<file path="src/logic/stream_pkg.sv">
package stream_pkg;

   // --------------------------------------------------
   // Sample word and buffer geometry
   // --------------------------------------------------

   // One capture sample per buffer word
   localparam int DATA_W = 24;

   // Width of a buffer address
   localparam int ADDR_W = 6;

   // Buffer depth follows from the address width
   localparam int WORDS = 1 << ADDR_W;

   // --------------------------------------------------
   // Address sequence shared by both stream adapters
   // --------------------------------------------------

   // First address after reset and after every wrap
   localparam logic [ADDR_W-1:0] START_ADR = '0;

   // Increment applied on each accepted beat
   localparam logic [ADDR_W-1:0] STEP_ADR = ADDR_W'(1);

   // Final address of the sequence
   // The counter returns to START_ADR on the beat after this one
   localparam logic [ADDR_W-1:0] LAST_ADR = ADDR_W'(int'(START_ADR) + WORDS - 1);

endpackage

</file>
<file path="src/logic/stream_top.sv">
module stream_top
   import stream_pkg::*;
(
   input  logic              clk_i,
   input  logic              rst_i,

   // Capture stream
   input  logic              cap_cyc_i,
   input  logic              cap_stb_i,
   input  logic              cap_we_i,
   input  logic [DATA_W-1:0] cap_dat_i,
   output logic              cap_ack_o,
   output logic              cap_wat_o,
   output logic [DATA_W-1:0] cap_dat_o,
   output logic              cap_wrapped_o,

   // Readout stream
   input  logic              rd_cyc_i,
   input  logic              rd_stb_i,
   input  logic              rd_we_i,
   input  logic [DATA_W-1:0] rd_dat_i,
   output logic              rd_ack_o,
   output logic              rd_wat_o,
   output logic [DATA_W-1:0] rd_dat_o,
   output logic              rd_wrapped_o
);

   // --------------------------------------------------
   // Interconnect
   // --------------------------------------------------

   // Capture adapter to arbiter
   logic              cap_m_cyc;
   logic              cap_m_stb;
   logic              cap_m_we;
   logic [ADDR_W-1:0] cap_m_adr;
   logic [DATA_W-1:0] cap_m_wdat;
   logic              cap_m_ack;
   logic              cap_m_wat;
   logic [DATA_W-1:0] cap_m_rdat;

   // Readout adapter to arbiter
   logic              rd_m_cyc;
   logic              rd_m_stb;
   logic              rd_m_we;
   logic [ADDR_W-1:0] rd_m_adr;
   logic [DATA_W-1:0] rd_m_wdat;
   logic              rd_m_ack;
   logic              rd_m_wat;
   logic [DATA_W-1:0] rd_m_rdat;

   // Arbiter to memory
   logic              mem_stb;
   logic              mem_we;
   logic [ADDR_W-1:0] mem_adr;
   logic [DATA_W-1:0] mem_wdat;
   logic              mem_ack;
   logic [DATA_W-1:0] mem_rdat;

   // --------------------------------------------------
   // Stream adapters
   // --------------------------------------------------

   wb_stream cap_stream_i (
      .clk_i     (clk_i),
      .rst_i     (rst_i),
      .s_cyc_i   (cap_cyc_i),
      .s_stb_i   (cap_stb_i),
      .s_we_i    (cap_we_i),
      .s_dat_i   (cap_dat_i),
      .s_ack_o   (cap_ack_o),
      .s_wat_o   (cap_wat_o),
      .s_dat_o   (cap_dat_o),
      .m_cyc_o   (cap_m_cyc),
      .m_stb_o   (cap_m_stb),
      .m_we_o    (cap_m_we),
      .m_adr_o   (cap_m_adr),
      .m_dat_o   (cap_m_wdat),
      .m_ack_i   (cap_m_ack),
      .m_wat_i   (cap_m_wat),
      .m_dat_i   (cap_m_rdat),
      .wrapped_o (cap_wrapped_o)
   );

   wb_stream rd_stream_i (
      .clk_i     (clk_i),
      .rst_i     (rst_i),
      .s_cyc_i   (rd_cyc_i),
      .s_stb_i   (rd_stb_i),
      .s_we_i    (rd_we_i),
      .s_dat_i   (rd_dat_i),
      .s_ack_o   (rd_ack_o),
      .s_wat_o   (rd_wat_o),
      .s_dat_o   (rd_dat_o),
      .m_cyc_o   (rd_m_cyc),
      .m_stb_o   (rd_m_stb),
      .m_we_o    (rd_m_we),
      .m_adr_o   (rd_m_adr),
      .m_dat_o   (rd_m_wdat),
      .m_ack_i   (rd_m_ack),
      .m_wat_i   (rd_m_wat),
      .m_dat_i   (rd_m_rdat),
      .wrapped_o (rd_wrapped_o)
   );

   // --------------------------------------------------
   // Shared memory port
   // --------------------------------------------------

   // Capture is master a and gets the first contested turn
   wb_arbiter arb_i (
      .clk_i   (clk_i),
      .rst_i   (rst_i),
      .a_cyc_i (cap_m_cyc),
      .a_stb_i (cap_m_stb),
      .a_we_i  (cap_m_we),
      .a_adr_i (cap_m_adr),
      .a_dat_i (cap_m_wdat),
      .a_ack_o (cap_m_ack),
      .a_wat_o (cap_m_wat),
      .a_dat_o (cap_m_rdat),
      .b_cyc_i (rd_m_cyc),
      .b_stb_i (rd_m_stb),
      .b_we_i  (rd_m_we),
      .b_adr_i (rd_m_adr),
      .b_dat_i (rd_m_wdat),
      .b_ack_o (rd_m_ack),
      .b_wat_o (rd_m_wat),
      .b_dat_o (rd_m_rdat),
      .m_stb_o (mem_stb),
      .m_we_o  (mem_we),
      .m_adr_o (mem_adr),
      .m_dat_o (mem_wdat),
      .m_ack_i (mem_ack),
      .m_dat_i (mem_rdat)
   );

   wb_sram sram_i (
      .clk_i (clk_i),
      .rst_i (rst_i),
      .stb_i (mem_stb),
      .we_i  (mem_we),
      .adr_i (mem_adr),
      .dat_i (mem_wdat),
      .ack_o (mem_ack),
      .dat_o (mem_rdat)
   );

endmodule

</file>
<file path="src/logic/wb_arbiter.sv">
module wb_arbiter
   import stream_pkg::*;
(
   input  logic              clk_i,
   input  logic              rst_i,

   // Master a, the capture stream
   input  logic              a_cyc_i,
   input  logic              a_stb_i,
   input  logic              a_we_i,
   input  logic [ADDR_W-1:0] a_adr_i,
   input  logic [DATA_W-1:0] a_dat_i,
   output logic              a_ack_o,
   output logic              a_wat_o,
   output logic [DATA_W-1:0] a_dat_o,

   // Master b, the readout stream
   input  logic              b_cyc_i,
   input  logic              b_stb_i,
   input  logic              b_we_i,
   input  logic [ADDR_W-1:0] b_adr_i,
   input  logic [DATA_W-1:0] b_dat_i,
   output logic              b_ack_o,
   output logic              b_wat_o,
   output logic [DATA_W-1:0] b_dat_o,

   // Single memory port
   output logic              m_stb_o,
   output logic              m_we_o,
   output logic [ADDR_W-1:0] m_adr_o,
   output logic [DATA_W-1:0] m_dat_o,
   input  logic              m_ack_i,
   input  logic [DATA_W-1:0] m_dat_i
);

   logic a_req;
   logic b_req;
   logic contest;
   logic grant_a;
   logic grant_b;
   // High when master b has priority on the next contested cycle
   logic turn_b_q;
   // High when the beat now being acknowledged belonged to b
   logic owner_b_q;

   // --------------------------------------------------
   // Grant decision
   // --------------------------------------------------

   assign a_req   = a_cyc_i && a_stb_i;
   assign b_req   = b_cyc_i && b_stb_i;
   assign contest = a_req && b_req;

   // A lone requester always wins
   // Under contest the turn register picks the winner
   assign grant_b = b_req && (!a_req || turn_b_q);
   assign grant_a = a_req && !grant_b;

   // The loser sees wait and holds its beat
   assign a_wat_o = grant_b;
   assign b_wat_o = grant_a;

   // --------------------------------------------------
   // Forward path to the memory
   // --------------------------------------------------

   // Memory never stalls, so a strobe here is an accepted beat
   assign m_stb_o = grant_a || grant_b;
   assign m_we_o  = grant_b ? b_we_i  : a_we_i;
   assign m_adr_o = grant_b ? b_adr_i : a_adr_i;
   assign m_dat_o = grant_b ? b_dat_i : a_dat_i;

   // Alternate after every contested beat
   // Capture side goes first out of reset
   always_ff @(posedge clk_i) begin
      if (rst_i) begin
         turn_b_q <= 1'b0;
      end else if (contest) begin
         turn_b_q <= !turn_b_q;
      end
   end

   // --------------------------------------------------
   // Return path
   // --------------------------------------------------

   // Remember who owns the beat taken this cycle
   always_ff @(posedge clk_i) begin
      if (rst_i) begin
         owner_b_q <= 1'b0;
      end else if (m_stb_o) begin
         owner_b_q <= grant_b;
      end
   end

   // Ack and read data reach only the owning master
   assign a_ack_o = m_ack_i && !owner_b_q;
   assign b_ack_o = m_ack_i && owner_b_q;
   assign a_dat_o = owner_b_q ? '0 : m_dat_i;
   assign b_dat_o = owner_b_q ? m_dat_i : '0;

endmodule

</file>
<file path="src/logic/wb_sram.sv">
module wb_sram
   import stream_pkg::*;
(
   input  logic              clk_i,
   input  logic              rst_i,

   // Access request, already arbitrated
   input  logic              stb_i,
   input  logic              we_i,
   input  logic [ADDR_W-1:0] adr_i,
   input  logic [DATA_W-1:0] dat_i,

   // Response one cycle after the access
   output logic              ack_o,
   output logic [DATA_W-1:0] dat_o
);

   // --------------------------------------------------
   // Storage
   // --------------------------------------------------

   // Sample buffer, one word per address
   logic [DATA_W-1:0] mem [WORDS];

   // Registered read word
   logic [DATA_W-1:0] rd_q;

   // Registered acknowledge
   logic              ack_q;

   // Block RAM style port
   // Writes land on the accept edge
   // Reads capture the addressed word on the same edge
   always_ff @(posedge clk_i) begin
      if (stb_i) begin
         if (we_i) begin
            mem[adr_i] <= dat_i;
         end else begin
            rd_q <= mem[adr_i];
         end
      end
   end

   // --------------------------------------------------
   // Acknowledge
   // --------------------------------------------------

   // Every strobe is a taken beat, so ack follows it directly
   always_ff @(posedge clk_i) begin
      if (rst_i) begin
         ack_q <= 1'b0;
      end else begin
         ack_q <= stb_i;
      end
   end

   assign ack_o = ack_q;

   // Read word is valid in the ack cycle
   // After a write it still holds the last read
   assign dat_o = rd_q;

endmodule

</file>
<file path="src/logic/wb_stream.sv">
module wb_stream
   import stream_pkg::*;
(
   input  logic              clk_i,
   input  logic              rst_i,

   // Stream side, the requester never supplies an address
   input  logic              s_cyc_i,
   input  logic              s_stb_i,
   input  logic              s_we_i,
   input  logic [DATA_W-1:0] s_dat_i,
   output logic              s_ack_o,
   output logic              s_wat_o,
   output logic [DATA_W-1:0] s_dat_o,

   // Addressed side towards the arbiter
   output logic              m_cyc_o,
   output logic              m_stb_o,
   output logic              m_we_o,
   output logic [ADDR_W-1:0] m_adr_o,
   output logic [DATA_W-1:0] m_dat_o,
   input  logic              m_ack_i,
   input  logic              m_wat_i,
   input  logic [DATA_W-1:0] m_dat_i,

   // High for one cycle after the beat at LAST_ADR
   output logic              wrapped_o
);

   logic              accept;
   logic              at_last;
   logic [ADDR_W-1:0] adr_q;
   logic [ADDR_W-1:0] adr_next;
   logic              wrapped_q;

   // --------------------------------------------------
   // Bus pass-through
   // --------------------------------------------------

   // Requests go downstream unchanged
   assign m_cyc_o = s_cyc_i;
   assign m_stb_o = s_stb_i;
   assign m_we_o  = s_we_i;
   assign m_dat_o = s_dat_i;

   // Responses come back unchanged, zero cycles
   assign s_ack_o = m_ack_i;
   assign s_wat_o = m_wat_i;
   assign s_dat_o = m_dat_i;

   // --------------------------------------------------
   // Address generation
   // --------------------------------------------------

   // Pipelined acceptance, wait low while cycle and strobe are up
   assign accept = s_cyc_i && s_stb_i && !m_wat_i;

   // Current beat sits on the final address
   assign at_last = (adr_q == LAST_ADR);

   // Step forward or fold back to the start
   assign adr_next = at_last ? START_ADR : adr_q + STEP_ADR;

   // The held count addresses the beat now on the bus
   assign m_adr_o = adr_q;

   // Counter moves only when the beat is taken
   // A stalled beat keeps its address
   always_ff @(posedge clk_i) begin
      if (rst_i) begin
         adr_q <= START_ADR;
      end else if (accept) begin
         adr_q <= adr_next;
      end
   end

   // One-cycle pulse after the last address has been used
   always_ff @(posedge clk_i) begin
      if (rst_i) begin
         wrapped_q <= 1'b0;
      end else begin
         wrapped_q <= accept && at_last;
      end
   end

   assign wrapped_o = wrapped_q;

endmodule

</file>
<file path="config.mk">
export PLATFORM = sky130hd
export DESIGN_NAME = stream_top
export DESIGN_NICKNAME = d
export VERILOG_FILES = /design/src/logic/stream_pkg.sv /design/src/logic/stream_top.sv /design/src/logic/wb_arbiter.sv /design/src/logic/wb_sram.sv /design/src/logic/wb_stream.sv
export SDC_FILE = /design/constraint.sdc
export NUM_CORES = 1
export LEC_CHECK = 0
export ABC_AREA = 1
export BUFFER_PORTS_ARGS = -buffer_cell sky130_fd_sc_hd__buf_2
export CAP_MARGIN = 5
export CORE_MARGIN = 2
export CORE_UTILIZATION = 30
export CTS_CLUSTER_SIZE = 28
export DETAILED_ROUTE_END_ITERATION = 16
export GPL_ROUTABILITY_DRIVEN = 0
export HOLD_SLACK_MARGIN = 0.12
export PLACE_DENSITY = 0.44
export SKIP_CTS_REPAIR_TIMING = 1
export SYNTH_ARGS = -nofsm -noshare
export SYNTH_HDL_FRONTEND = slang
export SYNTH_SLANG_ARGS = --single-unit
</file>
<file path="constraint.sdc">
create_clock -name clk_i -period 6.49 [get_ports clk_i]
set_input_delay 0.9735 -clock clk_i [delete_from_list [all_inputs] [get_ports clk_i]]
set_output_delay 0.9735 -clock clk_i [all_outputs]
set_load 0.01 [all_outputs]
</file>
==> metrics.csv, run 1 <==
stage;metric;value;unit
outcome;outcome;finished, final reports clean;
timing;clk_skew;0.05135;ns
place;Port-buffer cells;109;
clock_tree;CTS buffer count;177;
yosys;Yosys cell types;32;
layout;post-route cell area;77850;um^2
drt;met1 WL;106.5;mm
layout;Post-Route Utilization;0.3458;
min_path;min-delay worst type;in2reg;
grt;initial antenna violation count;16;
yosys;Yosys warning count;0;
power_and_ir_drop;combinational share of power;0.105;
clock_tree;Skew-Pair Late Insertion Delay;0.84;ns
clock_tree;CTS clk-pin slew, worst paths;0.06;ns
worst_setup_path;CP required;7.04;ns
floorplanning;Die Area;230600;um^2
yosys;Avg Inst Size Synth;10.09;um^2
drt;met3 WL;10.30;mm
clock_tree;CTS tree;built;
worst_setup_path;worst-path fanout max;57;
floorplanning;initial core utilization;0.3022;
timing;Worst Max-Slew Pin Slew;1.223;ns
worst_setup_path;Crit Path Class;reg2reg;
layout;P&R area growth vs syn;14.44;%
layout;share of cells above drive strength 1;0.08846;
power_and_ir_drop;Switching Share;0.2628;
yosys;synthesized net count;6803;
timing;RSZ-0062 raised after global routing;no;
drt;via count;47621;
worst_setup_path;Critical Path Sink Type;flop;
place;Post-DP Area;72410;um^2
floorplanning;Die W;480.2;um
clock_tree;H-tree depth;4;
timing;pins over their slew limit;0;
drt;length of the first detailed-routing pass in iterations;5;
timing;crit share post-route;0.6963;
grt;all-layer global routing usage;0.1954;
yosys;cells after synthesis;6745;
timing;TNS Setup;0;ns
yosys;Synth Cell Area;68030;um^2
layout;NumNets Final;6841;
worst_setup_path;Worst setup SP type;flop;
drt;DR top layer;met4;
drt;1st-iter DRT viols;4091;
drt;post-route ant nets;0;
timing;Max Clock Freq;221.3;MHz
place;DP HPWL;126.6;mm
drt;WL final;229.8;mm
job;max_cap viols;0;
power_and_ir_drop;Internal;17.29;mW
power_and_ir_drop;part of the power in registers;0.486;
drt;Vias per Instance;4.796;
timing;Final setup viols;0;
power_and_ir_drop;Worst VDD drop;0.0002450;V
floorplanning;row cnt;174;
clock_tree;number of clock sinks;1577;
timing;Max transition margin;0.1843;
clock_tree;clk buf depth;3;
power_and_ir_drop;P per Cell Area;301.3;nW/um^2
drt;met2 wire len;106.7;mm
floorplanning;Core ar.;225100;um^2
yosys;sequential area share after synthesis;0.6936;
grt;largest net degree at the start of global routing;143;
grt;first-pass GRT wire length;331.7;mm
timing;final hold viol count;0;
power_and_ir_drop;LEAKAGE;31.80;nW
floorplanning;Die Span Y;480.2;um
grt;vias in the first global route;45741;
power_and_ir_drop;clock share of power;0.409;
drt;DR DRC count;0;
floorplanning;I/O pin total;110;
grt;grt total ovfl;0;
worst_setup_path;Worst EP arrival;5.07;ns
power_and_ir_drop;Psw;6.164;mW
yosys;FF+latch count, synth;1577;
clock_tree;CTS root buffer;clkbuf_16;
timing;Tmin final;4.519;ns
drt;DR WL/cell;23.14;um
cell type report:
class	instances	area, um^2
Clock inverter	81	619.3
Tap cell	2992	3744
Clock buffer	245	4800
Inverter	114	442.9
Fill cell	22776	147300
Antenna cell	8	20.02
Multi-Input combinational cell	4650	19030
Timing Repair Buffer	263	2014
Sequential cell	1577	47190
final timing paths:
check                                 end  slack (ns)  cells past startpoint                     from
setup / recovery         sram_i.dat_o[20]        1.97                     17           arb_i.turn_b_q
hold / removal            arb_i.owner_b_q        0.46                      2                    rst_i
setup reg to reg         sram_i.dat_o[20]        1.97                     17           arb_i.turn_b_q
hold reg to reg   cap_stream_i.m_adr_o[3]        0.49                      1  cap_stream_i.m_adr_o[3]
cells in the final DEF, fill, tap and decap left out, types with 2 or more instances in the layout:
| cell | n |
|---|---|
| nand2_1 | 3660 |
| edfxtp_1 | 1560 |
| nand3_1 | 756 |
| clkbuf_16 | 181 |
| buf_4 | 129 |
| buf_2 | 109 |
| inv_1 | 98 |
| nor2_1 | 83 |
| nor2_2 | 62 |
| clkbuf_1 | 61 |
| clkinv_1 | 40 |
| clkinv_2 | 26 |
| buf_12 | 25 |
| nand2_4 | 16 |
| dfxtp_1 | 16 |
| nand2_2 | 12 |
| inv_2 | 11 |
| a21oi_1 | 10 |
| nor3_1 | 9 |
| diode_2 | 8 |
| nor3_4 | 8 |
| o21ai_0 | 6 |
| bufinv_16 | 6 |
| nand3b_1 | 4 |
| o21ai_1 | 4 |
| o21ai_4 | 3 |
| inv_4 | 3 |
| or2_1 | 3 |
| clkinv_8 | 3 |
| inv_6 | 3 |
| clkbuf_8 | 3 |
| nand3_4 | 2 |
| nand2_8 | 2 |
| nor4_2 | 2 |
| nor3b_1 | 2 |
| ha_1 | 2 |
| clkinv_16 | 2 |
critical path, cell delays in order (launching register included):
cell      delay, ns
dfxtp_1        0.33
inv_2          0.07
nand3_4        0.10
nand2_4        0.42
nand2_8        0.43
nand2_4        0.54
clkinv_1       0.44
buf_4          0.35
nand2_1        0.08
nand2_1        0.04
nand2_1        0.05
nand2_1        0.10
nand2_1        0.07
nand2_1        0.07
nand2_1        0.10
nand2_1        0.13
nor2_1         0.70
nand2_1        0.11
state kept, by name, indices dropped and copies added, names as in the netlist:
register / flops
arb_i.owner_b_q: 1
arb_i.turn_b_q: 1
cap_stream_i.m_adr_o: 6
cap_stream_i.wrapped_o: 1
rd_stream_i.m_adr_o: 6
rd_stream_i.wrapped_o: 1
sram_i.ack_o: 1
sram_i.dat_o: 24
sram_i.mem: 1536
metal layers:
metal,track usage,up-vias
met5,0,-
met4,0.05799,0
met3,0.02411,279
met2,0.3123,1146
met1,0.2773,23756
li1,-,22440
cells in the mapped netlist (all sizes together):
cell / instances / area (um^2)
dfxtp: 17 / 340.3
nor3b: 2 / 15.01
nor4: 2 / 12.51
inv: 114 / 435.4
a221oi: 1 / 8.760
nand3: 758 / 3811
edfxtp: 1560 / 46840
xor2: 1 / 8.760
nor2: 146 / 548.0
buf: 221 / 1056
nand3b: 4 / 30.03
ha: 2 / 25.02
a21oi: 10 / 50.05
nand2: 3690 / 13860
a211oi: 1 / 7.510
clkbuf: 183 / 686.9
nor3: 17 / 168.9
or2: 3 / 18.77
o21ai: 13 / 98.85
power groups by stage:
| stage | combinational [mW] | clock (mW) | sequential [mW] |
|---|---|---|---|
| floorplan | 1.45 | 0 | 11.6 |
| global placement | 2.49 | 0 | 11.6 |
| detailed placement | 2.49 | 0 | 11.6 |
| CTS | 2.50 | 9.80 | 11.4 |
| global route | 2.71 | 10.2 | 11.4 |
| finish | 2.46 | 9.60 | 11.4 |
per-stage QoR:
step	total power, mW	std cells	hold WS [ns]	setup slack (ns)
floorplan	13.04	6745	0.4434	1.572
global placement	14.10	9596	0.4672	1.283
detailed placement	14.10	9596	0.4713	1.252
CTS	23.70	9922	0.4019	2.008
global route	24.29	9923	0.4437	1.778
finish	23.46	9930	0.4601	1.971
kinds of logic after synthesis:
kind of cell,count (synthesis),synth area share
and+or+nand+nor,4622,0.2715
adders and majority gates,2,0.0003678
xor gates and xnor gates,1,0.0001288
buffers and inverters,518,0.03202
AOI/OAI and AO/OA,25,0.002428
DFF,1577,0.6936
Note: power is estimated with default switching activity, not from simulation.
==> inputs of run 2 (changes only) <==
Settings changed: PLACE_DENSITY 0.44 to 0.46.
Clock period 6.49 ns to 4 ns, I/O delays scaled along.
==> run 2 against run 1 <==
Highest routed layer unchanged. Routed wire length shrank 1.8%. Worst hold slack lost 0.33 ns. Design area grew 2.5%. Core utilization is 0.86 points higher. Register-to-register slack worse by 1.3 ns. Critical path depth increased by 2. Largest cell class unchanged. Worst setup slack lost 1.3 ns. Sequential share of layout area shrank 1.5 points.
==> metrics.csv, run 2 (synthesized netlist as in run 1, its figures left out) <==
stage;metric;value;unit
timing;Final setup viols;0;
floorplanning;Core ar.;225100;um^2
power_and_ir_drop;P per Cell Area;477.6;nW/um^2
worst_setup_path;critical path's largest stage delay;0.48;ns
worst_setup_path;Crit Path Class;reg2reg;
timing;final hold viol count;0;
grt;first-pass GRT wire length;328.4;mm
layout;Largest register FFs;1536;
timing;Tmin final;3.327;ns
grt;GRT met3 Usage;0.02567;
drt;via count;47971;
drt;WL final;225.7;mm
clock_tree;H-tree depth;4;
timing;pins over their slew limit;0;
timing;RSZ-0062 raised after global routing;no;
floorplanning;Die Area;230600;um^2
clock_tree;CTS tree;built;
clock_tree;number of clock sinks;1577;
grt;grt total ovfl;0;
floorplanning;I/O pin total;110;
worst_setup_path;critical-path cell list;inv_2 -> nand3_4 -> nand2_4 -> nand2_8 -> nand2_4 -> buf_12 -> buf_12 -> buf_12 -> buf_4 -> nand2_1 -> nand2_1 -> nand2_1 -> nand2_1 -> nand2_1 -> nand2_1 -> nand2_1 -> nand2_1 -> nor2_1 -> nand2_1;
drt;DR DRC count;0;
grt;M2 GR Usage;0.3098;
clock_tree;CTS clk-pin slew, worst paths;0.06;ns
place;Post-DP Area;74410;um^2
power_and_ir_drop;Worst VDD drop;0.0003122;V
worst_setup_path;Worst EP arrival;3.88;ns
drt;DR WL/cell;22.56;um
place;Port-buffer cells;109;
drt;length of the first detailed-routing pass in iterations;5;
outcome;outcome;finished, final reports clean;
floorplanning;row cnt;174;
layout;share of cells above drive strength 1;0.1003;
clock_tree;Skew-Pair Late Insertion Delay;0.82;ns
worst_setup_path;CP max-delay cell;nor2_1;
clock_tree;CTS root buffer;clkbuf_16;
layout;post-route cell area;79790;um^2
grt;all-layer global routing usage;0.1924;
power_and_ir_drop;part of the power in registers;0.485;
layout;NumNets Final;6929;
worst_setup_path;CP required;4.55;ns
power_and_ir_drop;Switching Share;0.2620;
power_and_ir_drop;LEAKAGE;32.60;nW
timing;crit share post-route;0.8317;
layout;highest-count cells in the layout ignoring fill and taps;nand2_1, edfxtp_1, nand3_1;
timing;Worst Max-Slew Pin Slew;1.128;ns
power_and_ir_drop;clock share of power;0.404;
timing;Max Clock Freq;300.6;MHz
floorplanning;Die W;480.2;um
place;DP HPWL;127.2;mm
grt;routing usage on met1;0.2695;
drt;Vias per Instance;4.796;
grt;initial antenna violation count;9;
clock_tree;CTS buffer count;174;
floorplanning;Die Span Y;480.2;um
worst_setup_path;Crit path max-delay family;simple AND/OR/NAND/NOR gates;
worst_setup_path;worst-path fanout max;29;
drt;post-route ant nets;0;
power_and_ir_drop;Psw;9.983;mW
job;max_cap viols;0;
clock_tree;clk buf depth;3;
worst_setup_path;Worst Path Buf+Inv;5;
floorplanning;initial core utilization;0.3022;
worst_setup_path;Crit path top cell by count;nand2_1;
timing;clk_skew;0.04060;ns
grt;gr busiest metal;met2;
drt;1st-iter DRT viols;4602;
layout;Largest Register;sram_i.mem;
min_path;min-delay worst type;in2reg;
grt;vias in the first global route;46544;
power_and_ir_drop;Internal;28.13;mW
layout;commonest non-fill, non-tap cell in the layout;nand2_1;
worst_setup_path;Critical Path Sink Type;flop;
power_and_ir_drop;combinational share of power;0.111;
timing;Max transition margin;0.2478;
timing;Min Hold Slack;0.1330;ns
grt;largest net degree at the start of global routing;114;
layout;P&R area growth vs syn;17.28;%
worst_setup_path;Worst setup SP type;flop;
[run 2: routing by layer]
| metal | part of all wire | routed length (um) |
|---|---|---|
| met1 | 0.45 | 102100 |
| met2 | 0.47 | 105000 |
| met5 | 0 | 0 |
| met4 | 0.029 | 6465 |
| met3 | 0.054 | 12130 |
[run 2: layout make-up]
type | instances | area [um^2]
Inverter | 114 | 442.9
Fill cell | 22737 | 145300
Clock buffer | 222 | 4566
Clock inverter | 91 | 813.3
Multi-Input combinational cell | 4650 | 19020
Tap cell | 2992 | 3744
Timing Repair Buffer | 354 | 4011
Sequential cell | 1577 | 47190
Antenna cell | 2 | 5.005
[run 2: through the flow]
stage	power [mW]	utilization	setup slack, ns	TNS [ns]	instances
global placement	23.09	0.3305	0.2093	0	9687
global route	39.45	0.3544	0.5465	0	10000
detailed placement	23.09	0.3305	0.1875	0	9687
finish	38.11	0.3544	0.6733	0	10002
CTS	38.44	0.3544	0.6566	0	10000
floorplan	21.16	-	-0.5445	-26.13	6745
[run 2: final timing paths]
path,start,end,slack [ns],cells past startpoint
max,arb_i.turn_b_q,sram_i.dat_o[3],0.67,19
min,rst_i,rd_stream_i.wrapped_o,0.13,2
max reg2reg,arb_i.turn_b_q,sram_i.dat_o[3],0.67,19
min reg2reg,cap_stream_i.m_adr_o[3],cap_stream_i.m_adr_o[3],0.48,1
[run 2: worst reg2reg max path, stage by stage, from the launching register on]
cell	delay, ns
dfxtp_1	0.36
inv_2	0.06
nand3_4	0.10
nand2_4	0.12
nand2_8	0.16
nand2_4	0.20
buf_12	0.23
buf_12	0.19
buf_12	0.18
buf_4	0.18
nand2_1	0.06
nand2_1	0.05
nand2_1	0.06
nand2_1	0.05
nand2_1	0.05
nand2_1	0.12
nand2_1	0.09
nand2_1	0.20
nor2_1	0.48
nand2_1	0.13
[run 2: power by group through the flow]
| stage | sequential [mW] | combinational (mW) | clock, mW |
|---|---|---|---|
| 4_1_cts | 18.5 | 4.27 | 15.7 |
| 2_1_floorplan | 18.8 | 2.36 | 0 |
| 5_1_grt | 18.5 | 4.66 | 16.3 |
| 3_3_place_gp | 18.8 | 4.25 | 0 |
| 6_report | 18.5 | 4.22 | 15.4 |
| 3_5_place_dp | 18.8 | 4.26 | 0 |
